## src/source/chroni_video_pkg.sv

```systemverilog
package chroni_video_pkg;
   typedef struct packed {
      logic [4:0] r;
      logic [5:0] g;
      logic [4:0] b;
   } rgb565_t;

   typedef logic [7:0] pixel_idx_t;

   typedef struct packed {
      logic [7:0] font;
      logic [7:0] attr;    // high nibble background, low nibble foreground
      logic       last;    // final column of the line
   } glyph_t;

   typedef logic [2:0] font_row_t;

   localparam int glyph_w = 8;         // pixels per text column
   localparam int pal_depth = 256;
   localparam int line_addr_w = 11;    // scan-out address, wide enough for 256 columns
endpackage

```

## src/source/glyph_expander.sv

```systemverilog
`timescale 1ns/1ns

module glyph_expander
   import chroni_video_pkg::*;
#(
   parameter int cols = 40,
   localparam int lb_aw = $clog2(cols * glyph_w)
) (
   input  logic             sys_clk,
   input  logic             reset_n,
   input  glyph_t           glyph,
   input  logic             glyph_valid,
   output logic             busy,
   output logic             lb_wr_en,
   output logic [lb_aw-1:0] lb_wr_addr,
   output pixel_idx_t       lb_wr_data,
   output logic             line_end
);

   localparam int col_w = $clog2(cols);
   localparam int k_w = $clog2(glyph_w);
   localparam logic [k_w-1:0] k_last = k_w'(glyph_w - 1);

   glyph_t           cur;
   logic [col_w-1:0] col;
   logic [k_w-1:0]   k;     // pixel within the column

   assign lb_wr_en   = busy;
   assign lb_wr_addr = lb_aw'(col * glyph_w) + lb_aw'(k);
   assign lb_wr_data = cur.font[k_last - k] ? {4'b0, cur.attr[3:0]} : {4'b0, cur.attr[7:4]};
   assign line_end   = busy && (k == k_last) && cur.last;

   always_ff @(posedge sys_clk) begin
      if (!reset_n) begin
         busy <= 1'b0;
         col  <= '0;
         k    <= '0;
      end else if (!busy) begin
         if (glyph_valid) begin
            cur  <= glyph;
            k    <= '0;
            busy <= 1'b1;
         end
      end else begin
         k <= k + 1'b1;
         if (k == k_last) begin
            busy <= 1'b0;
            col  <= cur.last ? '0 : col + 1'b1;    // wrap for the next line
         end
      end
   end

endmodule

```

## config.mk

```make
export PLATFORM = sky130hd
export DESIGN_NAME = glyph_expander
export DESIGN_NICKNAME = d
export VERILOG_FILES = /design/src/source/chroni_video_pkg.sv /design/src/source/glyph_expander.sv
export SDC_FILE = /design/constraint.sdc
export NUM_CORES = 1
export LEC_CHECK = 0
export ABC_AREA = 1
export ABC_CLOCK_PERIOD_IN_PS = 2100
export BUFFER_PORTS_ARGS = -buffer_cell sky130_fd_sc_hd__buf_4
export CAP_MARGIN = 15
export CORE_MARGIN = 2
export CORE_UTILIZATION = 45
export DETAILED_ROUTE_END_ITERATION = 8
export GPL_ROUTABILITY_DRIVEN = 0
export PLACE_DENSITY = 0.7
export SLEW_MARGIN = 0
export SYNTH_ARGS = -nofsm -noshare
export SYNTH_HDL_FRONTEND = slang
export SYNTH_SLANG_ARGS = --single-unit
```

## constraint.sdc

```tcl
create_clock -name sys_clk -period 2.1 [get_ports sys_clk]
set_input_delay 0.105 -clock sys_clk [delete_from_list [all_inputs] [get_ports sys_clk]]
set_output_delay 0.105 -clock sys_clk [all_outputs]
set_load 0.005 [all_outputs]
```

After elaboration in Yosys (flattened, before gate mapping)
Index checks and enable logic that the tools add are counted.
- memories kept: 0
- bits in writable memories: 0
- ROM bits: 0
- latch bits: 0
- input port bits: 20
- bits in registers: 27
- div/mod/pow operators: 0
- bitwise operators: 1
- mux-type cells: 9
- shift operators: 0
- $add $sub $neg: 4
- $mul: 0
- $lt $le $gt $ge: 1
- reductions and logical operators: 5
- equal/unequal tests: 1
- operators by type and width (cell ; count):
    adder 9 x 3 -> 9 bit ; 1
    adder 6 x 1 -> 6 bit (second input constant) ; 1
    two-way mux 3 bit ; 2
    two-way mux 6 bit ; 1
    less-than comparator 3 x 4 -> 1 bit (second input constant) ; 1
    two-way mux 1 bit ; 4
    two-way mux 4 bit ; 1
    adder 3 x 1 -> 3 bit (second input constant) ; 1
    binary-select mux 1 bit (select 3 bit) ; 1
    equality test 3 bit (second input constant) ; 1
    AND reduction 3 bit ; 1
    subtractor 3 bit (first input constant) ; 1
    logical AND 1 bit ; 2
    AND reduction 2 bit ; 1
    nonzero test 2 bit ; 1
    inverter 1 bit ; 1

Longest topological paths before layout
Gate-level depths: netlist (run 1).
- word-level depth: 4
- gate-level depth with buffers: 7
- mapped depth without buffers: 7

Worst setup path before layout (run 1)
No wires, ideal clock.
- path kind: register to register
- start: reg busy
- end: reg cur[0] (netlist name), enable pin
- path slack: 0.502 ns
- arrival time: 1.208 ns
- cell stages (with the launch flop): 3
- path buffers: 1
- setup time: 0.391 ns
- clock period less this slack: 1.598 ns
- cells stage by stage: dfxtp_1 -> buf_6 -> nor2_1
- longest elaborated chain between the ends: 2
- ends and longest elaborated chain (what ; RTL line ; source):
    from (decl) ; glyph_expander.sv:13 ; output logic busy,
    from (signal assigned) ; glyph_expander.sv:35 ; busy <= 1'b0;
    from (signal assigned) ; glyph_expander.sv:42 ; busy <= 1'b1;
    from (signal assigned) ; glyph_expander.sv:47 ; busy <= 1'b0;
    inverter 1 bit (no source line) ; -- ;
    AND reduction 3 bit (no source line) ; -- ;
    to (signal assigned) ; glyph_expander.sv:40 ; cur <= glyph;
    to (decl) ; glyph_expander.sv:24 ; glyph_t cur;
Every way passes these cells.
A chain may end at the register's enable or synchronous reset.

Final worst setup path (run 1)
- start: reg k[0]
- end: out lb_wr_data[3]
- longest elaborated chain between the ends: 4
- ends and longest elaborated chain (what ; RTL line ; source):
    from (decl) ; glyph_expander.sv:26 ; logic [k_w-1:0] k;
    from (signal assigned) ; glyph_expander.sv:45 ; k <= k + 1'b1;
    subtractor 3 bit ; glyph_expander.sv:30 ; assign lb_wr_data = cur.font[k_last - k] ? {4'b0, cur.attr[3:0]} : {4'b0, cur.attr[7:4]};
    binary-select mux 1 bit (select 3 bit) ; glyph_expander.sv:30 ;
    two-way mux 1 bit (implied by the code) ; glyph_expander.sv:30 ;
    two-way mux 4 bit ; glyph_expander.sv:30 ;
    to (decl) ; glyph_expander.sv:16 ; output pixel_idx_t lb_wr_data,
Every way passes these cells. The select of a mux whose other input is x is not followed.

==> results of run 1 <==
## per-stage QoR
stage	utilization, %	setup WS, ns	cells
after global routing	66.7	0.133	211
after floorplan	-	0.502	130
after CTS	66.7	0.323	211
after global placement	58.8	0.811	190
after detailed placement	58.8	0.731	190
final	66.7	0.329	211
## worst max-delay path: stages, from the launching register on
cell and delay, ns:
dfxtp_1 0.53, inv_1 0.14, nand2_1 0.08, nand3_1 0.08, nand3b_2 0.15, nand2_2 0.09, nand2_1 0.07, nand2_1 0.06
buf_4 0.13
## metal layers
metal	part of all wire (%)	routed length, um	global-route usage (%)
met1	39	970	19.4
met2	55	1380	32.5
met3	4.1	103	2.79
met4	1.9	47	7.14
met5	0	0	0
## cells in the mapped netlist, types with 2 or more instances
cell type	number
a21oi_1	6
buf_4	5
dfxtp_1	10
edfxtp_1	17
ha_1	3
inv_1	16
nand2_1	32
nand2_2	2
nand3_1	10
nand4_1	3
nor2_1	12
nor3_1	2
## repair_timing
action	in CTS	in global routing
gates resized for setup	0	0
hold buffers	17	0
endpoints found under the setup margin	0	0
buffers inserted	0	0
hold endpoints to repair	17	0
## worst paths after layout
path / start / end / cells past startpoint
worst max register to register: busy$_SDFF_PN0_ / col[5]$_SDFFE_PN0P_ / 5
worst min register to register: col[0]$_SDFFE_PN0P_ / col[0]$_SDFFE_PN0P_ / 2
worst max-delay path: k[0]$_SDFFE_PN0P_ / lb_wr_data[3] / 8
worst min-delay path: reset_n / busy$_SDFF_PN0_ / 3
## power groups by stage
stage                     Combinational (mW)  Sequential [mW]  Clock, mW
after floorplan                       0.0561            0.603          0
after CTS                              0.129            0.595      0.243
final                                  0.130            0.595      0.242
after global routing                   0.146            0.598      0.269
after global placement                 0.102            0.606          0
after detailed placement               0.104            0.607          0
## registers in the layout, indices dropped and copies added (netlist names)
name and count:
cur 17, k 3, busy 1, col 6
## logic make-up (layout without fill, tap and decap cells)
| group | count (synthesis) | after routing | share of synthesized area (%) |
|---|---|---|---|
| flops | 27 | 27 | 58.6 |
| simple gates | 66 | 66 | 25.4 |
| buf+inv | 22 | 73 | 8.98 |
| fa+ha+maj | 3 | 3 | 3.10 |
| other cells | 1 | 4 | 0.309 |
| compound gates | 8 | 8 | 3.61 |
## area by class of cell
class | count | area share, %
Multi-Input combinational cell | 81 | 24.0
Clock buffer | 3 | 1.34
Tap cell | 30 | 2.23
Sequential cell | 27 | 42.2
Inverter | 16 | 3.57
Clock inverter | 1 | 0.446
Timing Repair Buffer | 53 | 26.2
==> results list, run 1 <==
- After routing the design area is between 1500 and 2000 um2.
- Top cells by area, synth: edfxtp_1 42%, dfxtp_1 17%, nand2_1 9.9%
* Die width: 55.9 um
- Kind of start point of the critical path: flip-flop
- Outcome: finished clean
* Number of hold-slack violations in the final timing report: 0
- In this run, CTS created clock tree buffers numbering 3.
- Standby leakage power: 0.766 nW
- The clock drives 27 sinks.
- Floorplan die area: between 3000 and 4000 um2
- Root Buffer Master: clkbuf_4
* Grt ovf: 0
* Post-detailed-route via-to-cell ratio: 4.77
* Commonest non-fill, non-tap cell in the layout: buf_4
* Syn Area/Cell: approximately 9.5 um2
- Number of DRC markers after the initial detailed-route iteration: 33
- The count of buffers added on input and output ports is 35.
- Highest-count cells in the layout ignoring fill and taps: 36 x buf_4, 32 x nand2_1, 17 x edfxtp_1, 17 x dlygate4sd3_1, 16 x inv_1
- Post-Route WL: 2510 um
- The via count of the first global-routing pass is 978.
- Multi-input gate area: just over 400 um2
* YS warnings: 0
- Antenna cell count: 0
- edfxtp_1 takes more of the synthesized area than any other cell.
* Sequential power share: 61.5%
* Crit path max fanout: 9
* Synth-to-Final Area Change: 38.8%
* Number of routed nets with antenna violations: 0
- Number of search-and-repair iterations in the first detailed-routing pass: 4
* # nets final: approximately 210
* # rows: 18
- For this run, the register share of the synthesized area comes to 58.6%.
- The routed layout has 1006 vias.
- CTS built an H-tree with a depth of 1.
- For this design the top-level I/O count stands at 40.
- Subtracting the final worst setup slack from the clock period gives 1.77 ns.
* Clock edge transition at the registers on the reported setup and hold paths: 0.15 ns
- Pint: 0.731 mW
* Power density of the placed cells: 575 nW/um2
- Max Cap Violations: 0
- Initial antenna violation count: 0
- In the synthesized netlist the dominant register cell turns out to be edfxtp_1.
- The clock passes through at most 2 buffers.
- Of the total power, the clock network draws 25.0%.
* Instance area at placement: 1480 um2
- The core region is roughly 2500 um2.
- Area occupied by registers: 711 um2
- Endpoint arrival time on the critical path: 1.67 ns
* Clock skew after layout: 0.0121 ns
- The number of different library cells used by synthesis comes to 21.
- Detailed placement HPWL: between 1500 and 2000 um
* CTS tree: yes
- Cell count after synthesis: between 100 and 150
* Die Span Y: approximately 56 um
* Skew-Pair Late Insertion Delay: between 0.3 and 0.4 ns
* Comb power frac: 13.5%
* Initial core utilization: 48.1%
* Fraction of layout instances using a drive strength above 1: 26.0%
* Max rail drop VDD: 0.508 mV
- Setup repair after global routing missed its margin: no
- Total negative slack for setup checks: 0 ns
* Post-synthesis async set-or-reset flop share: 0%
- Yosys mapped a number of flops with a built-in enable equal to 17.
- Summing every instance area after synthesis gives about 1200 um2.
- The analysis attributes to net switching a power of 0.237 mW.
- Filler instances: roughly 200
- Largest net degree at the start of global routing: 18
- Final routed DRC violation total: 0
- By startpoint and endpoint, the worst setup path is classified as reg2out.
- First-pass GRT wire length: 4160 um
- After detailed routing, the average wire length per cell comes to around 12 um.
- FF+latch count, synth: 27
* Highest clock rate: 0.565 GHz
* Switching share of power: about 24%
* Number of setup violations in the final report: 0
- Total Routing Usage GR: 17.4%
* Power after layout: 0.968 mW
- STA classifies the critical path endpoint as an output pin.
- For flop-to-flop paths, the worst setup slack is around 0.80 ns.
- Fraction of synthesized cell area taken by the top area cell type: 42.1%
- Number of pins with negative max-slew slack in the final report: 0
- The tightest min-delay check is of the in2reg type.
- Worst path required time: 2.00 ns
- Portion of the clock cycle consumed by the worst path in the final layout: between 80 and 90%
* Hold WS: a little under 0.02 ns
Power figures use the tool's default switching activity.
==> run 2, diff against run 1 <==
--- a/config.mk
+++ b/config.mk
@@ -6,14 +6,14 @@
 export NUM_CORES = 1
 export LEC_CHECK = 0
 export ABC_AREA = 1
-export ABC_CLOCK_PERIOD_IN_PS = 2100
+export ABC_CLOCK_PERIOD_IN_PS = 1500
 export BUFFER_PORTS_ARGS = -buffer_cell sky130_fd_sc_hd__buf_4
 export CAP_MARGIN = 15
 export CORE_MARGIN = 2
-export CORE_UTILIZATION = 45
+export CORE_UTILIZATION = 44
 export DETAILED_ROUTE_END_ITERATION = 8
 export GPL_ROUTABILITY_DRIVEN = 0
-export PLACE_DENSITY = 0.7
+export PLACE_DENSITY = 0.72
 export SLEW_MARGIN = 0
 export SYNTH_ARGS = -nofsm -noshare
 export SYNTH_HDL_FRONTEND = slang
==> constraint.sdc (replaced) <==
create_clock -name sys_clk -period 1.5 [get_ports sys_clk]
set_input_delay 0.075 -clock sys_clk [delete_from_list [all_inputs] [get_ports sys_clk]]
set_output_delay 0.075 -clock sys_clk [all_outputs]
set_load 0.005 [all_outputs]
==> run 2 against run 1 <==
Net effect: routed wire length down 1.9%; via count up 0.60%; setup slack worse by 0.29 ns; critical path depth unchanged; non-clock buffer count up 6; clock skew down 0.0088 ns; critical endpoint is now lb_wr_data[0].
==> results list, run 2 (synthesis gave the netlist of run 1 again) <==
- Outcome: finished clean (unchanged)
- Registers with the most flip-flops: cur (17), col (6), k (3) (unchanged).
- Static timing analysis puts the maximum clock frequency at slightly below 0.7 GHz.
- Setup repair after global routing missed its margin: yes (was no).
- The die area is 3190 um2 (was 3130 um2).
- Via count: 1012 (was 1006)
* Register ranked first by flip-flop count: cur (unchanged)
* Power after layout: 1.36 mW (was 0.968 mW)
- Commonest non-fill, non-tap cell in the layout: buf_4 (unchanged)
- The setup clock skew after layout is 0.00330 ns (was 0.0121 ns).
- The power density over the cells is 752 nW/um2 (was 575 nW/um2).
* Initial antenna violation count: 0 (unchanged)
* Antenna cell count: 0 (unchanged)
- Area of the core: 2690 um2 (was 2520 um2)
- Number of hold-slack violations in the final timing report: 0 (unchanged)
- H-tree level count: 1 (unchanged)
- The setup slack after layout was 0.0410 ns (was 0.329 ns).
- Kind of end point of the critical path: output pin (unchanged)
- The number of I/O port buffers was 35 (unchanged).
* Post-place setup slack: 0.191 ns (was 0.731 ns)
- The footprint of the flip-flops and latches was 719 um2 (was 711 um2).
- The average wire per standard cell is 11.3 um (was 11.9 um).
- Instance area at placement: 1500 um2 (was 1480 um2)
- The flip-flop count of the largest register after layout is 17 (unchanged).
- Number of routed nets with antenna violations: 0 (unchanged)
- Boundary Pins: 40 (unchanged)
- The worst-skew pair later-pin latency was 0.32 ns (was 0.34 ns).
- Final instance area: 1810 um2 (was 1680 um2)
- The number of maximum-capacitance constraint violations was 0 (unchanged).
- The number of optimization iterations in the first detailed-route pass was 4 (unchanged).
* Highest-count cells in the layout ignoring fill and taps: 38 x buf_4, 27 x nand2_1, 18 x dlygate4sd3_1 (was 36 x buf_4, 32 x nand2_1, 17 x edfxtp_1, 17 x dlygate4sd3_1, 16 x inv_1)
- Post-Route WL: 2460 um (was 2510 um)
- The wire length of the first global-routing pass is 4000 um (was 4160 um).
* Hold WS: 0.0265 ns (was 0.0197 ns)
- Grt ovf: 0 (unchanged)
- CP cell instances: inv_4 -> nand2_2 -> nand3_2 -> nand3_4 -> nand2_4 -> nand2_2 -> nand2_2 -> buf_4 (was inv_1 -> nand2_1 -> nand3_1 -> nand3b_2 -> nand2_2 -> nand2_1 -> nand2_1 -> buf_4)
- CTS tree: yes (unchanged)
- The clock period could shrink to 1.46 ns.
* Worst path required time: 1.42 ns (was 2.00 ns)
- Detailed placement HPWL: 1640 um (was 1620 um)
- # rows: 19 (was 18)
* Fraction of layout instances using a drive strength above 1: 35.8% (was 26.0%)
- Number of DRC markers after the initial detailed-route iteration: 30 (was 33)
- Final routed DRC violation total: 0 (unchanged)
- Portion of the clock cycle consumed by the worst path in the final layout: between 90% and 100%
- Kind of start point of the critical path: flip-flop (unchanged)
- The cell repeated most along the worst path was nand2_2 (was nand2_1).
- The via count of the first global-routing pass is 991 (was 978).
- Post-detailed-route via-to-cell ratio: 4.64 (was 4.77)
- Total placed cells including tap cells: 193 (was 190)
* Endpoint arrival time on the critical path: 1.38 ns (was 1.67 ns)
- The clock edge transition at the registers on the reported setup and hold paths came to 0.13 ns (was 0.15 ns).
- The post-route core utilization was 67.3% (was 66.7%).
- Crit path max fanout: 8 (was 9)
- Path type of the worst setup path: reg2out (unchanged)
- Synth-to-Final Area Change: 49.0% (was 38.8%)
- Multi-input gate area: 460 um2 (was 404 um2)
- The leakage power came to 0.814 nW (was 0.766 nW).
* Largest net degree at the start of global routing: 18 (unchanged)
- The type of the worst min-delay path is in2reg (unchanged).
- Total Routing Usage GR: 16.1% (was 17.4%)
- Number of setup violations in the final report: 0 (unchanged)
- Total negative slack for setup checks: 0 ns (unchanged)
- Initial core utilization: 45.1% (was 48.1%)
- The worst-path cell with the longest stage delay is dfxtp_4 (was dfxtp_1).
* # nets final: 211 (was 205)
- Count of clock tree sinks: 27 (unchanged)
- Filler instances: 192 (was 206)
* Largest stage delay on the critical path: 0.43 ns (was 0.53 ns)
* Max rail drop VDD: 0.555 mV (was 0.508 mV)
- Die width: 56.5 um (was 55.9 um)
* Root Buffer Master: clkbuf_4 (unchanged)
- Die Span Y: 56.5 um (was 55.9 um)
- The filler-free cell count of the finished design was 218 (was 211).
- The total CTS buffers is 3 (unchanged).
* Number of pins with negative max-slew slack in the final report: 0 (unchanged)
- Number of buffers on the longest clock path: 2 (unchanged)
run 2: critical path: cells and delay by family (launching register included):
kind                   cells  cell delay, ns
flip-flops                 1            0.43
AND/OR/NAND/NOR            6            0.46
buffers and inverters      2            0.18
run 2: timing repair:
action / in CTS / in global routing
hold endpoints to repair: 17 / 1
pin swaps: 1 / 5
setup buffers: 1 / 2
gates resized for setup: 6 / 18
setup endpoints to repair: 5 / 5
hold buffers: 17 / 1
run 2: routing by layer:
layer	GRT usage, %	vias to the layer above	wire length [um]	share of wire (%)
li1	-	529	-	-
met3	3.23	6	115	4.7
met1	16.3	450	903	37
met5	0	-	0	0
met4	5.10	0	32	1.3
met2	32.1	27	1410	57
run 2: final timing paths:
path,depth (start not counted),slack (ns),to,from
worst min-delay path,3,0.03,busy$_SDFF_PN0_,glyph_valid
worst min register to register,2,0.52,col[0]$_SDFFE_PN0P_,col[0]$_SDFFE_PN0P_
worst max register to register,7,0.15,col[5]$_SDFFE_PN0P_,k[0]$_SDFFE_PN0P_
worst max-delay path,8,0.04,lb_wr_data[0],k[1]$_SDFFE_PN0P_
run 2: cell type report:
type                    instances  share of cell area [%]
clock buffers                   4                    1.45
flip-flops and latches         27                    39.8
inverters                      16                    3.46
multi-input cells              81                    25.5
repair buffers                 59                    27.6
well taps                      31                    2.15
run 2: where the power goes:
part	total [mW]	switching [mW]	leakage [nW]	internal, mW
logic	0.227	0.0969	0.558	0.130
registers	0.829	0.0145	0.240	0.814
clock network	0.303	0.199	0.0150	0.104
==> run 3, diff against run 2 <==
--- a/config.mk
+++ b/config.mk
@@ -6,14 +6,15 @@
 export NUM_CORES = 1
 export LEC_CHECK = 0
 export ABC_AREA = 1
-export ABC_CLOCK_PERIOD_IN_PS = 1500
+export ABC_CLOCK_PERIOD_IN_PS = 1400
 export BUFFER_PORTS_ARGS = -buffer_cell sky130_fd_sc_hd__buf_4
 export CAP_MARGIN = 15
 export CORE_MARGIN = 2
-export CORE_UTILIZATION = 44
+export CORE_UTILIZATION = 45
 export DETAILED_ROUTE_END_ITERATION = 8
 export GPL_ROUTABILITY_DRIVEN = 0
-export PLACE_DENSITY = 0.72
+export PLACE_DENSITY = 0.7
+export SETUP_SLACK_MARGIN = 0.1
 export SLEW_MARGIN = 0
 export SYNTH_ARGS = -nofsm -noshare
 export SYNTH_HDL_FRONTEND = slang
==> constraint.sdc (replaced) <==
create_clock -name sys_clk -period 1.4 [get_ports sys_clk]
set_input_delay 0.07 -clock sys_clk [delete_from_list [all_inputs] [get_ports sys_clk]]
set_output_delay 0.07 -clock sys_clk [all_outputs]
set_load 0.005 [all_outputs]
==> run 3 against run 2 <==
Net effect: the flow now finishes with violations (setup timing); combinational power increased by 7%; clock-buffer cell count unchanged; total power increased by 6.6%; critical endpoint is now lb_wr_data[1]; largest cell class unchanged; highest routed layer unchanged.
==> results list, run 3 (synthesis gave the netlist of run 1 again) <==
- Clock edge transition at the registers on the reported setup and hold paths: 0.14 ns (was 0.13 ns)
- The synthesis-to-layout area growth is 50.7% (was 49.0%).
* Portion of the clock cycle consumed by the worst path in the final layout: 101%
* Total Routing Usage GR: 17.0% (was 16.1%)
- Comb power frac: 16.7% (about the same)
* Area of the core: 2520 um2 (was 2690 um2)
* Via count: 1042 (was 1012)
* Number of port buffers: 35 (unchanged)
- The total CTS buffers was 3 (unchanged).
- Total negative slack for setup checks: -0.0502 ns (was 0 ns)
- The checks that failed: setup timing.
* Commonest non-fill, non-tap cell in the layout: buf_4 (unchanged)
* Kind of start point of the critical path: flip-flop (unchanged)
* Count of clock tree sinks: 27 (unchanged)
- The H-tree depth came to 1 (unchanged).
- The peak ir drop on the vdd network was 0.973 mV (was 0.555 mV).
- Endpoint arrival time on the critical path: 1.35 ns (was 1.38 ns)
- Largest net degree at the start of global routing: 18 (unchanged)
* Crit path max fanout: 7 (was 8)
- Number of setup violations in the final report: 5 (was 0)
- Highest-count cells in the layout ignoring fill and taps: 43 x buf_4, 30 x nand2_1, 18 x dlygate4sd3_1 (was 38 x buf_4, 27 x nand2_1, 18 x dlygate4sd3_1).
- Multi-input gate area: 458 um2 (was 460 um2)
* Sequential power share: 61.3% (was 61.0%)
* Final routed DRC violation total: 0 (unchanged)
- Final instance area: 1830 um2 (was 1810 um2)
* Die width: 55.9 um (was 56.5 um)
* Max FFs per register: 17 (unchanged)
- Power after layout: 1.45 mW (was 1.36 mW)
* Pint: 1.12 mW (was 1.05 mW)
- The number of vias per cell after detailed routing is 4.74 (was 4.64).
- Vias in the first global route: 996 (was 991)
- Post-DR wirelength/cell: 11.5 um (was 11.3 um)
* CTS tree: yes (unchanged)
- Clock network power share: 22.0% (was 22.3%)
- The endpoint required time on the critical path came to 1.33 ns (was 1.42 ns).
- # rows: 18 (was 19)
* Kind of end point of the critical path: output pin (unchanged)
* Hold crit path type: in2reg (unchanged)
- The switching share of power is 22.6% (was 22.9%).
- The total grt overflow came to 0 (unchanged).
- The power density over the cells came to 793 nW/um2 (was 752 nW/um2).
- Number of search-and-repair iterations in the first detailed-routing pass: 5 (was 4)
* Root Buffer Master: clkbuf_4 (unchanged)
- Post-Route WL: 2540 um (was 2460 um)
- Initial core utilization: 48.1% (was 45.1%)
* Register ranked first by flip-flop count: cur (unchanged)
* First-pass GRT wire length: 4280 um (was 4000 um)
* Max Cap Violations: 0 (unchanged)
- The area of placed instances is 1520 um2 (was 1500 um2).
- Skew-Pair Late Insertion Delay: 0.31 ns (was 0.32 ns)
- # nets final: 214 (was 211)
* Core occupancy in the finished layout: 72.4% (was 67.3%)
* Path type of the worst setup path: reg2out (unchanged)
- The die area came to 3130 um2 (was 3190 um2).
- The setup slack after layout was -0.0176 ns (was 0.0410 ns).
* Power spent charging and discharging nets: 0.327 mW (was 0.311 mW)
- The number of pins with negative max-slew slack in the final report was 0 (unchanged).
* Number of routed nets with antenna violations: 0 (unchanged)
- The number of DRC violations after detailed-routing iteration 0 was 24 (was 30).
- The leakage power came to 0.828 nW (was 0.814 nW).
- Die Span Y: 55.9 um (was 56.5 um)
* Initial antenna violation count: 0 (unchanged)
- Boundary Pins: 40 (unchanged)
- Number of buffers on the longest clock path: 2 (unchanged)
- The detailed placement HPWL was 1660 um (was 1640 um).
- The number of fillers in the final layout is 187 (was 192).
- Fraction of layout instances using a drive strength above 1: 34.7% (was 35.8%)
- Registers with the most flip-flops: cur (17), col (6), k (3) (unchanged).
- The routed design could run at a clock period as short as ~1.4 ns.
* Outcome: complete, but fails checks (was finished clean)
- The setup clock skew after layout is 0.00487 ns (was 0.00330 ns).
- Area occupied by registers: 719 um2 (unchanged)
- Setup repair after global routing missed its margin: yes (unchanged).
- Highest clock rate: 0.705 GHz
* Number of hold-slack violations in the final timing report: 0 (unchanged)
- Antenna cell count: 0 (unchanged)
-- run 3: cell types whose count changed in the layout (fill, tap and decap cells not counted), sizes merged --
cell  before  now
buf       41   44
-- run 3: worst paths after layout --
check / from / end / slack [ns] / cells after the start
setup / recovery: k[0]$_SDFFE_PN0P_ / lb_wr_data[1] / -0.02 / 8
hold / removal: glyph_valid / busy$_SDFF_PN0_ / 0.03 / 3
setup reg to reg: k[1]$_SDFFE_PN0P_ / col[2]$_SDFFE_PN0P_ / 0.19 / 6
hold reg to reg: col[0]$_SDFFE_PN0P_ / col[0]$_SDFFE_PN0P_ / 0.54 / 2
-- run 3: cell type report --
cell class	instances	share of cell area, %
Clock buffer	4	1.44
Inverter	16	3.42
Multi-Input combinational cell	81	25.1
Sequential cell	27	39.4
Tap cell	30	2.05
Timing Repair Buffer	62	28.6
-- run 3: critical path: stages, from the launching register on --
cell and delay (ns):
dfxtp_4 0.43, inv_4 0.06, nand2_2 0.06, nand3_2 0.08
nand3b_4 0.12, nand2_4 0.06, nand2_1 0.06, nand2_1 0.05
buf_4 0.13
-- run 3: stage by stage --
step | setup WS, ns | hold WS [ns] | cells
detailed placement | 0.0621 | 0.249 | 192
floorplan | 0.270 | 0.169 | 130
global route | -0.132 | 0.0329 | 220
CTS | -0.0283 | 0.0169 | 217
global placement | 0.146 | 0.248 | 192
finish | -0.0176 | 0.0317 | 220
-- run 3: power by group through the flow --
stage / sequential, mW / combinational [mW] / clock, mW
global placement: 0.906 / 0.166 / 0
CTS: 0.888 / 0.238 / 0.336
detailed placement: 0.907 / 0.172 / 0
finish: 0.888 / 0.242 / 0.319
global route: 0.891 / 0.264 / 0.358
floorplan: 0.904 / 0.0869 / 0
-- run 3: layer usage --
metal,vias to the layer above,part of all wire [%],track usage [%]
met2,34,51,31.6
li1,533,-,-
met4,0,1.5,3.74
met5,-,0,0
met3,6,5.0,3.49
met1,469,42,20.0
-- run 3: what timing repair did --
action	4_1_cts	5_1_grt
endpoints found under the setup margin	5	6
hold buffers	18	0
endpoints found under the hold margin	18	0
pin swaps	3	3
buffers inserted	3	3
gates resized for setup	17	0
