### src/source/chroni_video_pkg.sv
package chroni_video_pkg;
   typedef struct packed {
      logic [4:0] r;
      logic [5:0] g;
      logic [4:0] b;
   } rgb565_t;

   typedef logic [7:0] pixel_idx_t;

   typedef struct packed {
      logic [7:0] font;
      logic [7:0] attr;    // high nibble background, low nibble foreground
      logic       last;    // final column of the line
   } glyph_t;

   typedef logic [2:0] font_row_t;

   localparam int glyph_w = 8;         // pixels per text column
   localparam int pal_depth = 256;
   localparam int line_addr_w = 11;    // scan-out address, wide enough for 256 columns
endpackage

### src/source/chroni_regs_pkg.sv
package chroni_regs_pkg;
   import chroni_video_pkg::*;

   typedef logic [6:0] reg_addr_t;

   localparam reg_addr_t reg_text_lo   = 7'h00;
   localparam reg_addr_t reg_text_hi   = 7'h01;
   localparam reg_addr_t reg_charset   = 7'h02;
   localparam reg_addr_t reg_pal_index = 7'h04;
   localparam reg_addr_t reg_pal_data  = 7'h05;
   localparam reg_addr_t reg_vram_lo   = 7'h06;
   localparam reg_addr_t reg_vram_hi   = 7'h07;
   localparam reg_addr_t reg_vram_top  = 7'h08;   // bit 0 only
   localparam reg_addr_t reg_vram_data = 7'h09;
   localparam reg_addr_t reg_attr_lo   = 7'h0a;
   localparam reg_addr_t reg_attr_hi   = 7'h0b;
   localparam reg_addr_t reg_status    = 7'h12;
   localparam reg_addr_t reg_border_lo = 7'h1a;
   localparam reg_addr_t reg_border_hi = 7'h1b;

   typedef logic [16:0] vram_byte_addr_t;
   typedef logic [15:0] vram_word_addr_t;

   typedef struct packed {
      logic [15:0] text_addr;      // byte address of the char row
      logic [15:0] attr_addr;
      logic [7:0]  charset_base;
   } text_cfg_t;

   typedef struct packed {
      logic            en;
      vram_word_addr_t addr;
      logic [1:0]      be;         // [1] high lane, [0] low lane
      logic [15:0]     data;
   } vram_wr_t;

   typedef struct packed {
      logic       en;
      logic [7:0] index;
      rgb565_t    color;
   } pal_wr_t;
endpackage

### src/source/text_fetch.sv
`timescale 1ns/1ns

module text_fetch
   import chroni_regs_pkg::*;
   import chroni_video_pkg::*;
#(
   parameter int cols = 40
) (
   input  logic            sys_clk,
   input  logic            reset_n,
   input  logic            render_start,
   input  font_row_t       render_line,
   input  text_cfg_t       cfg,
   output vram_word_addr_t vram_addr,
   input  logic [15:0]     vram_data,
   output glyph_t          glyph,
   output logic            glyph_valid,
   input  logic            exp_busy,
   input  logic            line_end,
   output logic            busy,
   output logic            render_end
);

   localparam int col_w = $clog2(cols);

   typedef enum logic [2:0] {
      s_idle,
      s_char,     // char address out
      s_attr,     // char byte back, attr address out
      s_font,     // attr byte back, font address out
      s_latch,    // font byte back
      s_hand,     // wait for the expander
      s_drain     // last glyph handed over
   } state_t;

   state_t          state;
   logic [col_w-1:0] col;
   logic [7:0]      char_q;
   font_row_t       line_q;
   vram_byte_addr_t byte_addr;
   logic            lane_q;
   logic [7:0]      rd_byte;

   always_comb begin
      case (state)
         s_attr:  byte_addr = {1'b0, cfg.attr_addr} + 17'(col);
         s_font:  byte_addr = {cfg.charset_base[6:0] + 7'(char_q[7]), char_q[6:0], line_q};
         default: byte_addr = {1'b0, cfg.text_addr} + 17'(col);
      endcase
   end

   assign vram_addr  = byte_addr[16:1];
   assign rd_byte    = lane_q ? vram_data[15:8] : vram_data[7:0];
   assign busy       = (state != s_idle);
   assign render_end = (state == s_drain) && line_end;

   always_ff @(posedge sys_clk) begin
      lane_q <= byte_addr[0];    // lane of the word coming back next cycle
      if (!reset_n) begin
         state       <= s_idle;
         col         <= '0;
         glyph_valid <= 1'b0;
      end else begin
         glyph_valid <= 1'b0;
         case (state)
            s_idle: begin
               if (render_start) begin
                  col    <= '0;
                  line_q <= render_line;
                  state  <= s_char;
               end
            end
            s_char: state <= s_attr;
            s_attr: begin
               char_q <= rd_byte;
               state  <= s_font;
            end
            s_font: begin
               glyph.attr <= rd_byte;
               state      <= s_latch;
            end
            s_latch: begin
               glyph.font <= rd_byte;
               glyph.last <= (col == col_w'(cols - 1));
               state      <= s_hand;
            end
            s_hand: begin
               if (!exp_busy) begin
                  glyph_valid <= 1'b1;
                  if (glyph.last) begin
                     state <= s_drain;
                  end else begin
                     col   <= col + 1'b1;
                     state <= s_char;
                  end
               end
            end
            s_drain: begin
               if (line_end)
                  state <= s_idle;
            end
            default: state <= s_idle;
         endcase
      end
   end

   glyph_no_overrun: assert property (@(posedge sys_clk) disable iff (!reset_n)
      glyph_valid |-> !exp_busy)
      else $error("glyph handed over while the expander is busy");

endmodule

### config.mk
export PLATFORM = sky130hd
export DESIGN_NAME = text_fetch
export DESIGN_NICKNAME = d
export VERILOG_FILES = /design/src/source/chroni_video_pkg.sv /design/src/source/chroni_regs_pkg.sv /design/src/source/text_fetch.sv
export SDC_FILE = /design/constraint.sdc
export NUM_CORES = 1
export LEC_CHECK = 0
export ABC_AREA = 1
export BUFFER_PORTS_ARGS = -buffer_cell sky130_fd_sc_hd__buf_4
export CAP_MARGIN = 20
export CORE_ASPECT_RATIO = 1.25
export CORE_MARGIN = 8
export CORE_UTILIZATION = 45
export CTS_CLUSTER_SIZE = 40
export DETAILED_ROUTE_END_ITERATION = 10
export PLACE_DENSITY = 0.74
export SLEW_MARGIN = 10
export SYNTH_ARGS = -nofsm -noshare
export SYNTH_HDL_FRONTEND = slang
export SYNTH_SLANG_ARGS = --single-unit
### constraint.sdc
create_clock -name sys_clk -period 3.4 [get_ports sys_clk]
set_input_delay 0.34 -clock sys_clk [delete_from_list [all_inputs] [get_ports sys_clk]]
set_output_delay 0.34 -clock sys_clk [all_outputs]
set_load 0.01 [all_outputs]
* Word-level counts from Yosys, hierarchy flattened
Cells that the tools add are included.
Storage, ports and cells: register bits 39, output and inout port bits 36
Operators by class: add/sub/neg operators 4, equal/unequal tests 11, mux-type cells 12, reduce and logical (&&, ||, !) cells 11
Operators with widths (number):
- adder 16 x 6 -> 17 bit | 2
- case mux 17 bit (2 select lines) | 1
- case mux 3 bit (7 select lines) | 1
- 2-to-1 mux 6 bit | 3
- 2-to-1 mux 3 bit | 4
- case mux 6 bit (2 select lines) | 1
- == test 3 bit (second input constant) | 3
- 2-to-1 mux 8 bit | 1
- inequality test 2 bit (second input constant) | 4
- AND reduction 2 bit | 4
- adder 7 x 1 -> 7 bit | 1
- adder 6 x 1 -> 6 bit (second input constant) | 1
- == test 3 x 2 -> 1 bit (second input constant) | 2
- == test 6 bit (second input constant) | 1
- AND reduction 3 bit | 2
- AND reduction 4 bit | 1
- == test 3 x 1 -> 1 bit (second input constant) | 1
- zero test 3 bit | 1
- nonzero test 3 bit | 1
- nonzero test 2 bit | 1
- logical AND 1 bit | 1
- 2-to-1 mux 1 bit | 1

* Logic depth before layout (Yosys ltp)
Gate-level depths: netlist (run 1).
word-level depth 4, gate-level depth with buffers 19, mapped depth without buffers 17

* Worst setup path before layout (run 1)
No wires, ideal clock.
kind register -> output, start reg state[0], end out vram_addr[13], arrival time 2309 ps, path slack 751 ps, stages on the path, launching flop included 20, buffers on the path 2, cells stage by stage dfxtp_1 -> inv_2 -> nand3_2 -> buf_2 -> inv_1 -> nand2_1 -> nand2_1 -> ha_1 -> fa_1 -> nand3_1 -> nand2_1 -> nand2_1 -> nand2_1 -> nand2_2 -> nor2_4 -> nand2_1 -> nor2_2 -> nand2_1 -> nand3_1 -> buf_4
On the way: word-level cells in the longest chain between the ends 2, elaborated cells on any way between the ends 3, classes of those cells eq/ne (2); mux (1)
Ends and longest elaborated chain:
- start, declared | line text_fetch.sv:36 | state_t state;
- start signal, assigned | line text_fetch.sv:60 | state <= s_idle;
- start signal, assigned | line text_fetch.sv:70 | state <= s_char;
- start signal, assigned | line text_fetch.sv:73 | s_char: state <= s_attr;
- == test 3 x 2 -> 1 bit | line text_fetch.sv:45 | case (state)
- case mux 17 bit (2 select lines) (*) | line text_fetch.sv:45
- end, declared | line text_fetch.sv:14 | output vram_word_addr_t vram_addr,
Mark *: on every way between the ends. The rest lies on a longest branch, timed or not.

* Final worst setup path (run 1)
start reg state[0], end out vram_addr[11]
The elaborated chain is that of the path after synthesis.

==> metrics.cfg, run 1 <==
[sta]
fin_crit_sh_pct = 91.5
setup-tns-final_ns = 0
tightest_slew_ns = 0.839
skew_ns = 0.00777
max_freq_ghz = 0.321
min_period_ns = 3.11
whs_ns = 0.225
timing_hold_violations_final = 0
rsz0062_at_grt = false
max_slew_margin_pct = 43.9
slew_viol_final = 0
setup_viol = 0

[synthesis]
ys_types = 34
synth_ff_type = edfxtp_1
synth_top_family_by_area = simple AND/OR/NAND/NOR gates
synth_edf_count = 28
ys_ff_latch = 39
synthCells = 335
synth-xor-area-share_pct = 1.68
synth_fp_nets = 409
syn_avg_cell_area_um2 = 7.80
synthAdderAreaFrac_pct = 5.08
synthArstFlopShare_pct = 0
yosysWarnings = 0
yosysSeqAreaShare_pct = 40.6
syn_area_um2 = 2610
synthMuxAreaShare_pct = 3.45
synth_compound_area_share_pct = 6.37
synth-simple-area-share_pct = 32.3

[global_routing]
grt_max_degree = 25
antenna_found_initial = 0
grt_pass1_wl_mm = 12.0
grt_pass1_vias = 2587
overflow = 0
track_usage_pct = 17.3

[floorplanning]
initial_utilization_pct = 45.8
die_y_um = 101
dieArea_um2 = 8520
rows = 31
core-area_um2 = 5700
io_pins = 100
die_x_um = 84.2

[place]
placed_area_um2 = 3310
gp_congestion = 0.880
dp.final_hpwl_mm = 5.83
numPortBuffers = 98

[setup_path]
crit_path_end_kind = primary output
start_kind = flip-flop
critPathSlowestCell = dfxtp_2
slowest_delay_ns = 0.43
critPathTopFamily = simple AND/OR/NAND/NOR gates
cp_num_buf_inv = 3
critical_path.cell_chain = inv_2 > nand3_2 > inv_1 > nand2_1 > nand2_1 > ha_1 > fa_1 > nand3_1 > nand2_1 > nand2_1 > nand2_1 > nand2_2 > nor2_4 > nand2_1 > nand2_1 > o21ai_0 > buf_4
cp_max_fo = 10
reg2reg_from = state[1]$_SDFFE_PN0P_
r2r_end = glyph[1]$_DFFE_PP_
path_common_cell = nand2_1
ff2ff_path_depth = 5
arrival_ns = 2.77
critPathKind = reg2out
cp.required_ns = 3.06
reg2reg_slack_ns = 1.23

[cells_and_area]
final_area_um2 = 3450
nNetsFinal = 495
diodes = 0
drive_above_1_share_pct = 32.7
syn_to_final_growth_pct = 31.9
final_util_pct = 60.5

[status]
outcome = completed

[min_path]
hold_depth = 2
hp-start = exp_busy
hp-class = in2reg
hold_end = glyph_valid$_SDFF_PN0_

[detailed_routing]
routed_wl_mm = 7.25
drcViolationCount = 0
initialDrtViolationCount = 100
dr_total_vias = 2512
drt_first_pass_iters = 4
routedWlPerCell_um = 14.8
antenna_left = 0
vias_per_cell = 5.15

[cts]
cts_buffers = 5
cts_tree = done
cts_hold_buf = 0
cts_sinks = 39
htreeDepth = 2
root_buffer = clkbuf_8
cts_buffer_depth = 2
clk_pin_slew_ns = 0.07
clkLatencyLatePin_ns = 0.29

[power_and_ir_drop]
irDropWorstVdd_mv = 0.299
power_uw = 1350
powerDensity_nw_per_um2 = 392
leakage_uw = 0.00161

[run]
drv_cap = 0

## per-stage QoR
stage / worst slack, ns / std cells
2_1_floorplan: 0.751 / 335
3_3_place_gp: 0.575 / 480
3_5_place_dp: 0.524 / 480
4_1_cts: 0.180 / 488
5_1_grt: 0.0361 / 488
6_report: 0.288 / 488
## timing repair
| action | in CTS | in global routing |
|---|---|---|
| setup endpoints to repair | 0 | 5 |
| setup buffers | 0 | 0 |
| gates resized for setup | 0 | 1 |
## report_power, final
part | leakage (uW) | internal, uW | switching (uW)
Combinational | 0.00120 | 162 | 182
Sequential | 0.000343 | 539 | 21.4
Clock | 0.0000654 | 293 | 152
Total | 0.00161 | 994 | 355
## worst register-to-register path, stage by stage (launching register included)
cell     delay [ns]
dfxtp_1        0.48
inv_2          0.11
nor3_2         0.11
buf_4          0.27
inv_2          0.17
nor2_1         0.67
## registers in the layout (all words and copies together), names as in the netlist
| name | count |
|---|---|
| glyph | 17 |
| char_q | 8 |
| col | 6 |
| line_q | 3 |
| state | 3 |
| glyph_valid | 1 |
| lane_q | 1 |
## how the worst max path moves through the flow
stage	from	end	slack (ns)	depth (start not counted)
after floorplan	state[0]$_SDFFE_PN0P_	vram_addr[13]	0.75	19
after global placement	state[0]$_SDFFE_PN0P_	vram_addr[7]	0.57	16
after detailed placement	state[0]$_SDFFE_PN0P_	vram_addr[11]	0.52	17
after CTS	state[0]$_SDFFE_PN0P_	vram_addr[11]	0.18	17
after global routing	state[1]$_SDFFE_PN0P_	vram_addr[15]	0.04	17
final	state[0]$_SDFFE_PN0P_	vram_addr[11]	0.29	17
## cells in the mapped netlist, types with 3 or more instances
cell	count	area, um2
nand4_1	5	31.3
clkbuf_1	3	11.3
xnor2_1	4	35.0
dfxtp_1	11	220
nor3b_1	3	22.5
nand2_1	106	398
o21ai_1	3	15.0
nor2_2	4	25.0
ha_1	9	113
nor3_1	5	25.0
mux2_2	8	90.1
inv_2	4	15.0
nor2_1	19	71.3
nand3_1	33	165
nand2_2	3	18.8
nor3_2	3	30.0
buf_4	17	128
o21ai_0	14	70.1
edfxtp_1	28	841
inv_1	28	105
a21oi_1	10	50.1
buf_2	3	15.0
## final cells by class
| type | instances | area [um2] |
|---|---|---|
| fillers | 518 | 2250 |
| repair buffers | 102 | 766 |
| well taps | 66 | 82.6 |
| flip-flops and latches | 39 | 1060 |
| clock inverters | 2 | 60.1 |
| multi-input cells | 241 | 1280 |
| clock buffers | 6 | 72.6 |
| inverters | 32 | 120 |
## layout by cell type (no fill, tap or decap), drive strengths merged
master,synthesis,layout
nand4,5,5
o211ai,1,1
and2,1,1
ha,9,9
clkbuf,3,6
mux2,8,8
bufinv,0,2
nor4,1,1
a21oi,10,10
a31o,1,1
xor2,1,1
nand3,35,35
dfxtp,11,11
inv,32,32
fa,1,1
a211oi,1,1
buf,20,102
o21ai,17,17
nor2,24,24
nand2,109,109
or2,1,1
nor3,8,8
xnor2,4,4
o21bai,1,1
edfxtp,28,28
nor3b,3,3
## cell families after synthesis
| family | after synthesis |
|---|---|
| DFF | 39 |
| buffers and inverters | 55 |
| muxes | 8 |
| adders and majority gates | 10 |
| xor gates and xnor gates | 5 |
| AOI/OAI and AO/OA | 31 |
| and+or+nand+nor | 187 |
## layer usage
metal / global-route usage, % / vias up / routed length, um / share of wire [%]
li1: - / 1270 / - / -
met1: 18.9 / 1122 / 2800 / 39
met2: 31.2 / 101 / 3740 / 52
met3: 3.62 / 19 / 499 / 6.9
met4: 7.99 / 0 / 204 / 2.8
met5: 0 / - / 0 / 0
Power figures use the tool's default switching activity.
==> inputs of run 2 (changes only) <==
- CORE_UTILIZATION: 45 -> 40
- PLACE_DENSITY: 0.74 -> 0.67
- SLEW_MARGIN: 10 -> 20
==> run 2 against run 1 <==
Compared with the run above:
- register-to-register slack lost 0.07 ns
- cell count up 4.3%
- via count shrank 1.7%
- critical path depth is 1 higher
- die area up 10%
- clock skew down 0.00078 ns
- count of clock-buffer cells in the layout unchanged
==> metrics.cfg, run 2 (synthesis gave the netlist of run 1 again) <==
[sta]
fin_crit_sh_pct = 92.0  ; +0.44 points
setup_viol = 0  ; unchanged
setup-tns-final_ns = 0  ; unchanged
tightest_slew_ns = 0.817  ; -0.0219 ns
max_freq_ghz = 0.320  ; -0.48%
skew_ns = 0.00698  ; -0.000783 ns
slew_viol_final = 0  ; unchanged
timing_hold_violations_final = 0  ; unchanged
worst_slack_ns = 0.273  ; -0.0150 ns
rsz0062_at_grt = false
min_period_ns = 3.13  ; +0.0150 ns
max_slew_margin_pct = 45.3  ; +1.5 points

[power_and_ir_drop]
irDropWorstVdd_mv = 0.305  ; +1.8%
p_switching_uw = 360  ; +1.3%
internal_power_uw = 844  ; -15%
powerDensity_nw_per_um2 = 352  ; -10%
combPwrFrac_pct = 28.3  ; +2.8 points
power_uw = 1200  ; -11%
leakage_uw = 0.00158  ; -1.5%
seq_power_share_pct = 46.4  ; +4.9 points
pwr-share-clk_pct = 25.2  ; -7.8 points
swShare_pct = 29.9  ; +3.6 points

[setup_path]
cp_max_fo = 7  ; -3
crit_path_start = state[0]$_SDFFE_PN0P_
reg2reg_from = state[0]$_SDFFE_PN0P_
start_kind = flip-flop
slowest_delay_ns = 0.49  ; +0.06 ns
crit_path_end_kind = primary output
arrival_ns = 2.79  ; +0.02 ns
cp.required_ns = 3.06  ; about the same
critPathSlowestCell = dfxtp_1
r2r_end = glyph[1]$_DFFE_PP_
reg2reg_slack_ns = 1.16  ; -0.07 ns
ff2ff_path_depth = 5  ; unchanged
path_common_cell = nand2_1
critPathKind = reg2out
critical_path.cell_chain = inv_2 > nand3_2 > inv_1 > nand2_1 > nand2_1 > ha_1 > fa_1 > nand3_1 > nand2_1 > nand2_1 > nand2_1 > nand2_2 > nor2_4 > nand2_1 > nor2_2 > nand2_1 > nand3_1 > buf_4

[cts]
cts_sinks = 39  ; unchanged
cts_buffer_depth = 2  ; unchanged
clkLatencyLatePin_ns = 0.29  ; about the same
root_buffer = clkbuf_8
post_cts_buffers = 0  ; unchanged
cts_tree = done
cts_hold_buf = 0  ; unchanged
cts_buffers = 5  ; unchanged
htreeDepth = 2  ; unchanged
clk_pin_slew_ns = 0.08  ; about the same
cts_resized = 0  ; unchanged

[cells_and_area]
diodes = 0  ; unchanged
instances_no_fill = 509  ; +4.3%
syn_to_final_growth_pct = 31.1
largest_register = glyph
nNetsFinal = 495  ; unchanged
drive_above_1_share_pct = 32.5  ; -0.24 points
final_area_um2 = 3420  ; -0.65%
final_common_cell = nand2_1
final_cell_mix = nand2_1 (106), buf_4 (102), nand3_1 (33)
top_regs = glyph (17), char_q (8), col (6)
largest_reg_flops = 17  ; unchanged

[place]
dp_slack_ns = 0.616  ; +0.0926 ns
placed_area_um2 = 3340  ; +0.79%
gp_congestion = 0.882  ; +0.27%
numPortBuffers = 98  ; unchanged
dpl.cell_count = 501  ; +4.4%
dp.final_hpwl_mm = 5.78  ; -0.85%

[min_path]
hold_depth = 2  ; unchanged
hp-start = exp_busy
hp-class = in2reg
hold_end = glyph_valid$_SDFF_PN0_

[floorplanning]
rows = 33  ; +6.5%
die_x_um = 88.3  ; +4.9%
io_pins = 100  ; unchanged
initial_utilization_pct = 40.6  ; -5.3 points
dieArea_um2 = 9390  ; +10%
die_y_um = 106  ; +5.1%
core-area_um2 = 6440  ; +13%

[detailed_routing]
drcViolationCount = 0  ; unchanged
routedWlPerCell_um = 14.0  ; -5.6%
antenna_left = 0  ; unchanged
dr_total_vias = 2469  ; -1.7%
routed_wl_mm = 7.14  ; -1.5%
drt_first_pass_iters = 4  ; unchanged
initialDrtViolationCount = 64  ; -36%
vias_per_cell = 4.85  ; -5.8%

[global_routing]
grt_max_degree = 25  ; unchanged
overflow = 0  ; unchanged
grt_pass1_vias = 2444  ; -5.5%
track_usage_pct = 15.0  ; -2.3 points
antenna_found_initial = 0  ; unchanged
grt_pass1_wl_mm = 11.3  ; -6.0%

[status]
outcome = completed

[run]
drv_cap = 0  ; unchanged

## run 2: cell types whose count changed in the layout (fill, tap and decap cells not counted)
cell | previous run | this run
clkinv_2 | 0 | 1
dfxtp_1 | 10 | 11
bufinv_16 | 2 | 0
clkinvlp_4 | 0 | 1
dfxtp_2 | 1 | 0
## run 2: per-stage QoR
stage / util (%) / hold slack (ns)
after detailed placement: 51.8 / 0.432
after global placement: 51.8 / 0.429
after floorplan: - / 0.416
after global routing: 53.2 / 0.211
after CTS: 53.2 / 0.211
final: 53.2 / 0.218
## run 2: final cells by class
class | instances | area (um2)
fill | 657 | 3020
multi-input combinational | 241 | 1280
timing repair buffer | 102 | 766
inverter | 32 | 120
sequential | 39 | 1060
clock buffer | 6 | 72.6
clock inverter | 2 | 12.5
tap | 87 | 109
## run 2: worst max-delay path by stage
stage / endpoint / cells past startpoint / slack (ns)
final: vram_addr[13] / 18 / 0.27
after CTS: vram_addr[13] / 18 / 0.29
after global placement: vram_addr[7] / 16 / 0.63
after detailed placement: vram_addr[13] / 18 / 0.62
after global routing: vram_addr[11] / 17 / 0.009
after floorplan: vram_addr[13] / 19 / 0.75
## run 2: per-layer routing
| layer | wire length [um] | global-route usage (%) |
|---|---|---|
| met1 | 2890 | 17.5 |
| met2 | 3610 | 25.7 |
| met3 | 515 | 3.55 |
| met4 | 120 | 5.45 |
| met5 | 0 | 0 |
## run 2: worst max-delay path, delay by kind of cell, from the launching register on
kind | cells | cell delay (ns)
buffers and inverters | 3 | 0.38
DFF | 1 | 0.49
and+or+nand+nor | 13 | 1.01
adders and majority gates | 2 | 0.60
## run 2: power groups by stage
stage,Clock [uW],Sequential (uW),Combinational [uW]
finish,304,559,341
CTS,310,560,346
floorplan,0,558,234
global placement,0,570,341
global route,330,562,377
detailed placement,0,571,343
==> inputs of run 3 (changes only) <==
--- a/config.mk
+++ b/config.mk
@@ -6,5 +6,4 @@
 export NUM_CORES = 1
 export LEC_CHECK = 0
-export ABC_AREA = 1
 export BUFFER_PORTS_ARGS = -buffer_cell sky130_fd_sc_hd__buf_4
 export CAP_MARGIN = 20
==> constraint.sdc (replaced) <==
create_clock -name sys_clk -period 3.4 [get_ports sys_clk]
set_input_delay 0.68 -clock sys_clk [delete_from_list [all_inputs] [get_ports sys_clk]]
set_output_delay 0.68 -clock sys_clk [all_outputs]
set_load 0.01 [all_outputs]
==> run 3 against run 2 <==
Compared with the run above:
- the run now ends with setup timing left
- flip-flop and latch count is the same
- setup slack worse by 0.48 ns
- sequential share of layout area decreased by 2.5 points
- maximum frequency shrank 13%
- via count down 3.9%
- global-route usage grew 0.35 points
- register-to-register slack gained 0.16 ns
- cell count shrank 11%
- routed wire length rose by 3.2%
- critical path type unchanged
- largest cell class unchanged
==> metrics.cfg, run 3 <==
[synthesis]
synthArstFlopShare_pct = 0  ; unchanged
yosysSeqAreaShare_pct = 40.4  ; -0.17 points
synthTopCellsByCount = edfxtp_1 (28), nand2_1 (27), nor2_1 (18), mux2_2 (17), buf_4 (16)
synthAdderAreaFrac_pct = 5.05  ; -0.022 points
synth.area.top_cells = edfxtp_1 (32%), dfxtp_1 (8.4%), mux2_2 (7.3%)
synth_fp_nets = 339  ; -17%
syn_area_um2 = 2620  ; +0.43%
ys_types = 49  ; +44%
synthMuxAreaShare_pct = 12.0  ; +8.5 points
synth.most_common_cell = edfxtp_1
synth_top_cell_area_share_pct = 32.0  ; -0.14 points
synth-simple-area-share_pct = 19.0  ; -13 points
synthCells = 265  ; -21%
ys_ff_latch = 39  ; unchanged
yosysWarnings = 0  ; unchanged
syn_avg_cell_area_um2 = 9.90  ; +27%
synth_edf_count = 28  ; unchanged
synth_compound_area_share_pct = 10.6  ; +4.3 points
yosys.area.top_type = edfxtp_1
synth-xor-area-share_pct = 6.01  ; +4.3 points
synth_top_family_by_area = simple AND/OR/NAND/NOR gates
synth_ff_type = edfxtp_1

[cts]
cts_buffer_depth = 2  ; unchanged
cts_hold_buf = 0  ; unchanged
root_buffer = clkbuf_8
clk_pin_slew_ns = 0.08  ; about the same
clkLatencyLatePin_ns = 0.29  ; about the same
cts_sinks = 39  ; unchanged
cts_tree = done
cts_buffers = 5  ; unchanged
htreeDepth = 2  ; unchanged

[sta]
setup-tns-final_ns = -0.975  ; -0.975 ns
setup_viol = 11  ; +11
rsz0062_at_grt = true
tightest_slew_ns = 0.720  ; -0.0968 ns
max_slew_margin_pct = 52.0  ; +6.7 points
min_period_ns = 3.61  ; +0.484 ns
worst_slack_ns = -0.211  ; -0.484 ns
skew_ns = 0.00545  ; -0.00153 ns
fin_crit_sh_pct = 106  ; +14 points
slew_viol_final = 0  ; unchanged
timing_hold_violations_final = 0  ; unchanged
max_freq_ghz = 0.277  ; -13%

[cells_and_area]
diodes = 0  ; unchanged
final_cell_mix = buf_4 (114), edfxtp_1 (28), nand2_1 (27)
fillers = 596  ; -9.3%
syn_to_final_growth_pct = 42.3
drive_above_1_share_pct = 46.7  ; +14 points
largest_register = glyph
instances_no_fill = 451  ; -11%
largest_reg_flops = 17  ; unchanged
final_common_cell = buf_4
top_regs = glyph (17), char_q (8), col (6)
nNetsFinal = 437  ; -12%

[floorplanning]
dieArea_um2 = 9420  ; +0.36%
die_x_um = 88.4  ; +0.18%
rows = 33  ; unchanged
core-area_um2 = 6440  ; unchanged
die_y_um = 107  ; +0.18%
io_pins = 100  ; unchanged
initial_utilization_pct = 40.7  ; +0.17 points

[setup_path]
start_kind = flip-flop
arrival_ns = 2.93  ; +0.14 ns
crit_path_end_kind = primary output
critPathKind = reg2out
cp_max_fo = 7  ; unchanged
cp.required_ns = 2.72  ; -0.34 ns

[detailed_routing]
antenna_left = 0  ; unchanged
dr_total_vias = 2372  ; -3.9%
drcViolationCount = 0  ; unchanged
routedWlPerCell_um = 16.3  ; +16%
initialDrtViolationCount = 54  ; -16%
vias_per_cell = 5.26  ; +8.4%
routed_wl_mm = 7.37  ; +3.2%
drt_first_pass_iters = 4  ; unchanged

[place]
dpl.cell_count = 429  ; -14%
dp.final_hpwl_mm = 5.68  ; -1.7%
numPortBuffers = 98  ; unchanged
gp_congestion = 0.856  ; -3.0%

[run]
drv_cap = 0  ; unchanged

[power_and_ir_drop]
irDropWorstVdd_mv = 0.291  ; -4.3%
leakage_uw = 0.00158  ; -0.45%
powerDensity_nw_per_um2 = 357  ; +1.6%

[global_routing]
grt_max_degree = 23  ; -8.0%
track_usage_pct = 15.4  ; +0.35 points
overflow = 0  ; unchanged
antenna_found_initial = 0  ; unchanged
grt_pass1_vias = 2432  ; -0.49%
grt_pass1_wl_mm = 11.4  ; +0.86%

[status]
violations = setup timing
outcome = finished, violations left

[min_path]
hp-class = reg2reg

## run 3: cell families after synthesis
group                      Yosys count
AOI/OAI and AO/OA                   43
xor gates and xnor gates            18
adders and majority gates           10
buffers and inverters               31
DFF                                 39
muxes                               28
and+or+nand+nor                     96
## run 3: final timing paths
kind	startpoint	to	slack (ns)	cells after the start
max	state[0]$_SDFFE_PN0P_	vram_addr[3]	-0.21	11
min	line_q[0]$_DFFE_PP_	lane_q$_DFF_P_	0.44	2
max reg2reg	state[2]$_SDFFE_PN0P_	glyph[2]$_DFFE_PP_	1.32	4
min reg2reg	line_q[0]$_DFFE_PP_	lane_q$_DFF_P_	0.44	2
## run 3: layout make-up
type / instances / area, um2 / share of cell area, %
sequential: 39 / 1060 / 28.5
timing repair buffer: 117 / 890 / 23.8
tap: 87 / 109 / 2.91
multi-input combinational: 195 / 1540 / 41.3
clock inverter: 3 / 43.8 / 1.17
inverter: 5 / 18.8 / 0.503
clock buffer: 5 / 68.8 / 1.84
## run 3: what timing repair did
action	4_1_cts	5_1_grt
endpoints found under the setup margin	11	13
pin swaps	9	12
gates resized for setup	14	15
buffers inserted	9	5
## run 3: per-stage QoR
step / hold WS, ns / power (uW) / cell area, um2 / utilization, % / setup slack [ns]
floorplan: 0.408 / 800 / 2660 / - / 0.000117
global placement: 0.420 / 919 / 3370 / 52.4 / 0.117
detailed placement: 0.429 / 924 / 3370 / 52.4 / 0.0821
CTS: 0.449 / 1330 / 3630 / 56.4 / -0.109
global route: 0.461 / 1400 / 3730 / 58.0 / -0.281
finish: 0.442 / 1330 / 3730 / 58.0 / -0.211
## run 3: critical path, cell delays in order, from the launching register on
cell,delay [ns]
dfxtp_2,0.32
or3b_4,0.46
mux2_4,0.34
ha_4,0.18
fa_2,0.39
a21oi_4,0.18
buf_4,0.13
buf_4,0.09
o21bai_1,0.08
xnor2_1,0.14
o21ai_0,0.16
buf_4,0.16
## run 3: power by group
part           internal, uW  switching, uW  leakage [uW]
registers               534           9.72      0.000345
logic                   212            191       0.00117
clock network           218            168     0.0000581
total                   965            369       0.00158
## run 3: routing by layer
layer / up-vias / GRT usage [%] / wire length [um]
met3: 11 / 3.47 / 418
li1: 1142 / - / -
met2: 86 / 29.3 / 4090
met5: - / 0 / 0
met4: 0 / 6.18 / 119
met1: 1133 / 15.2 / 2740
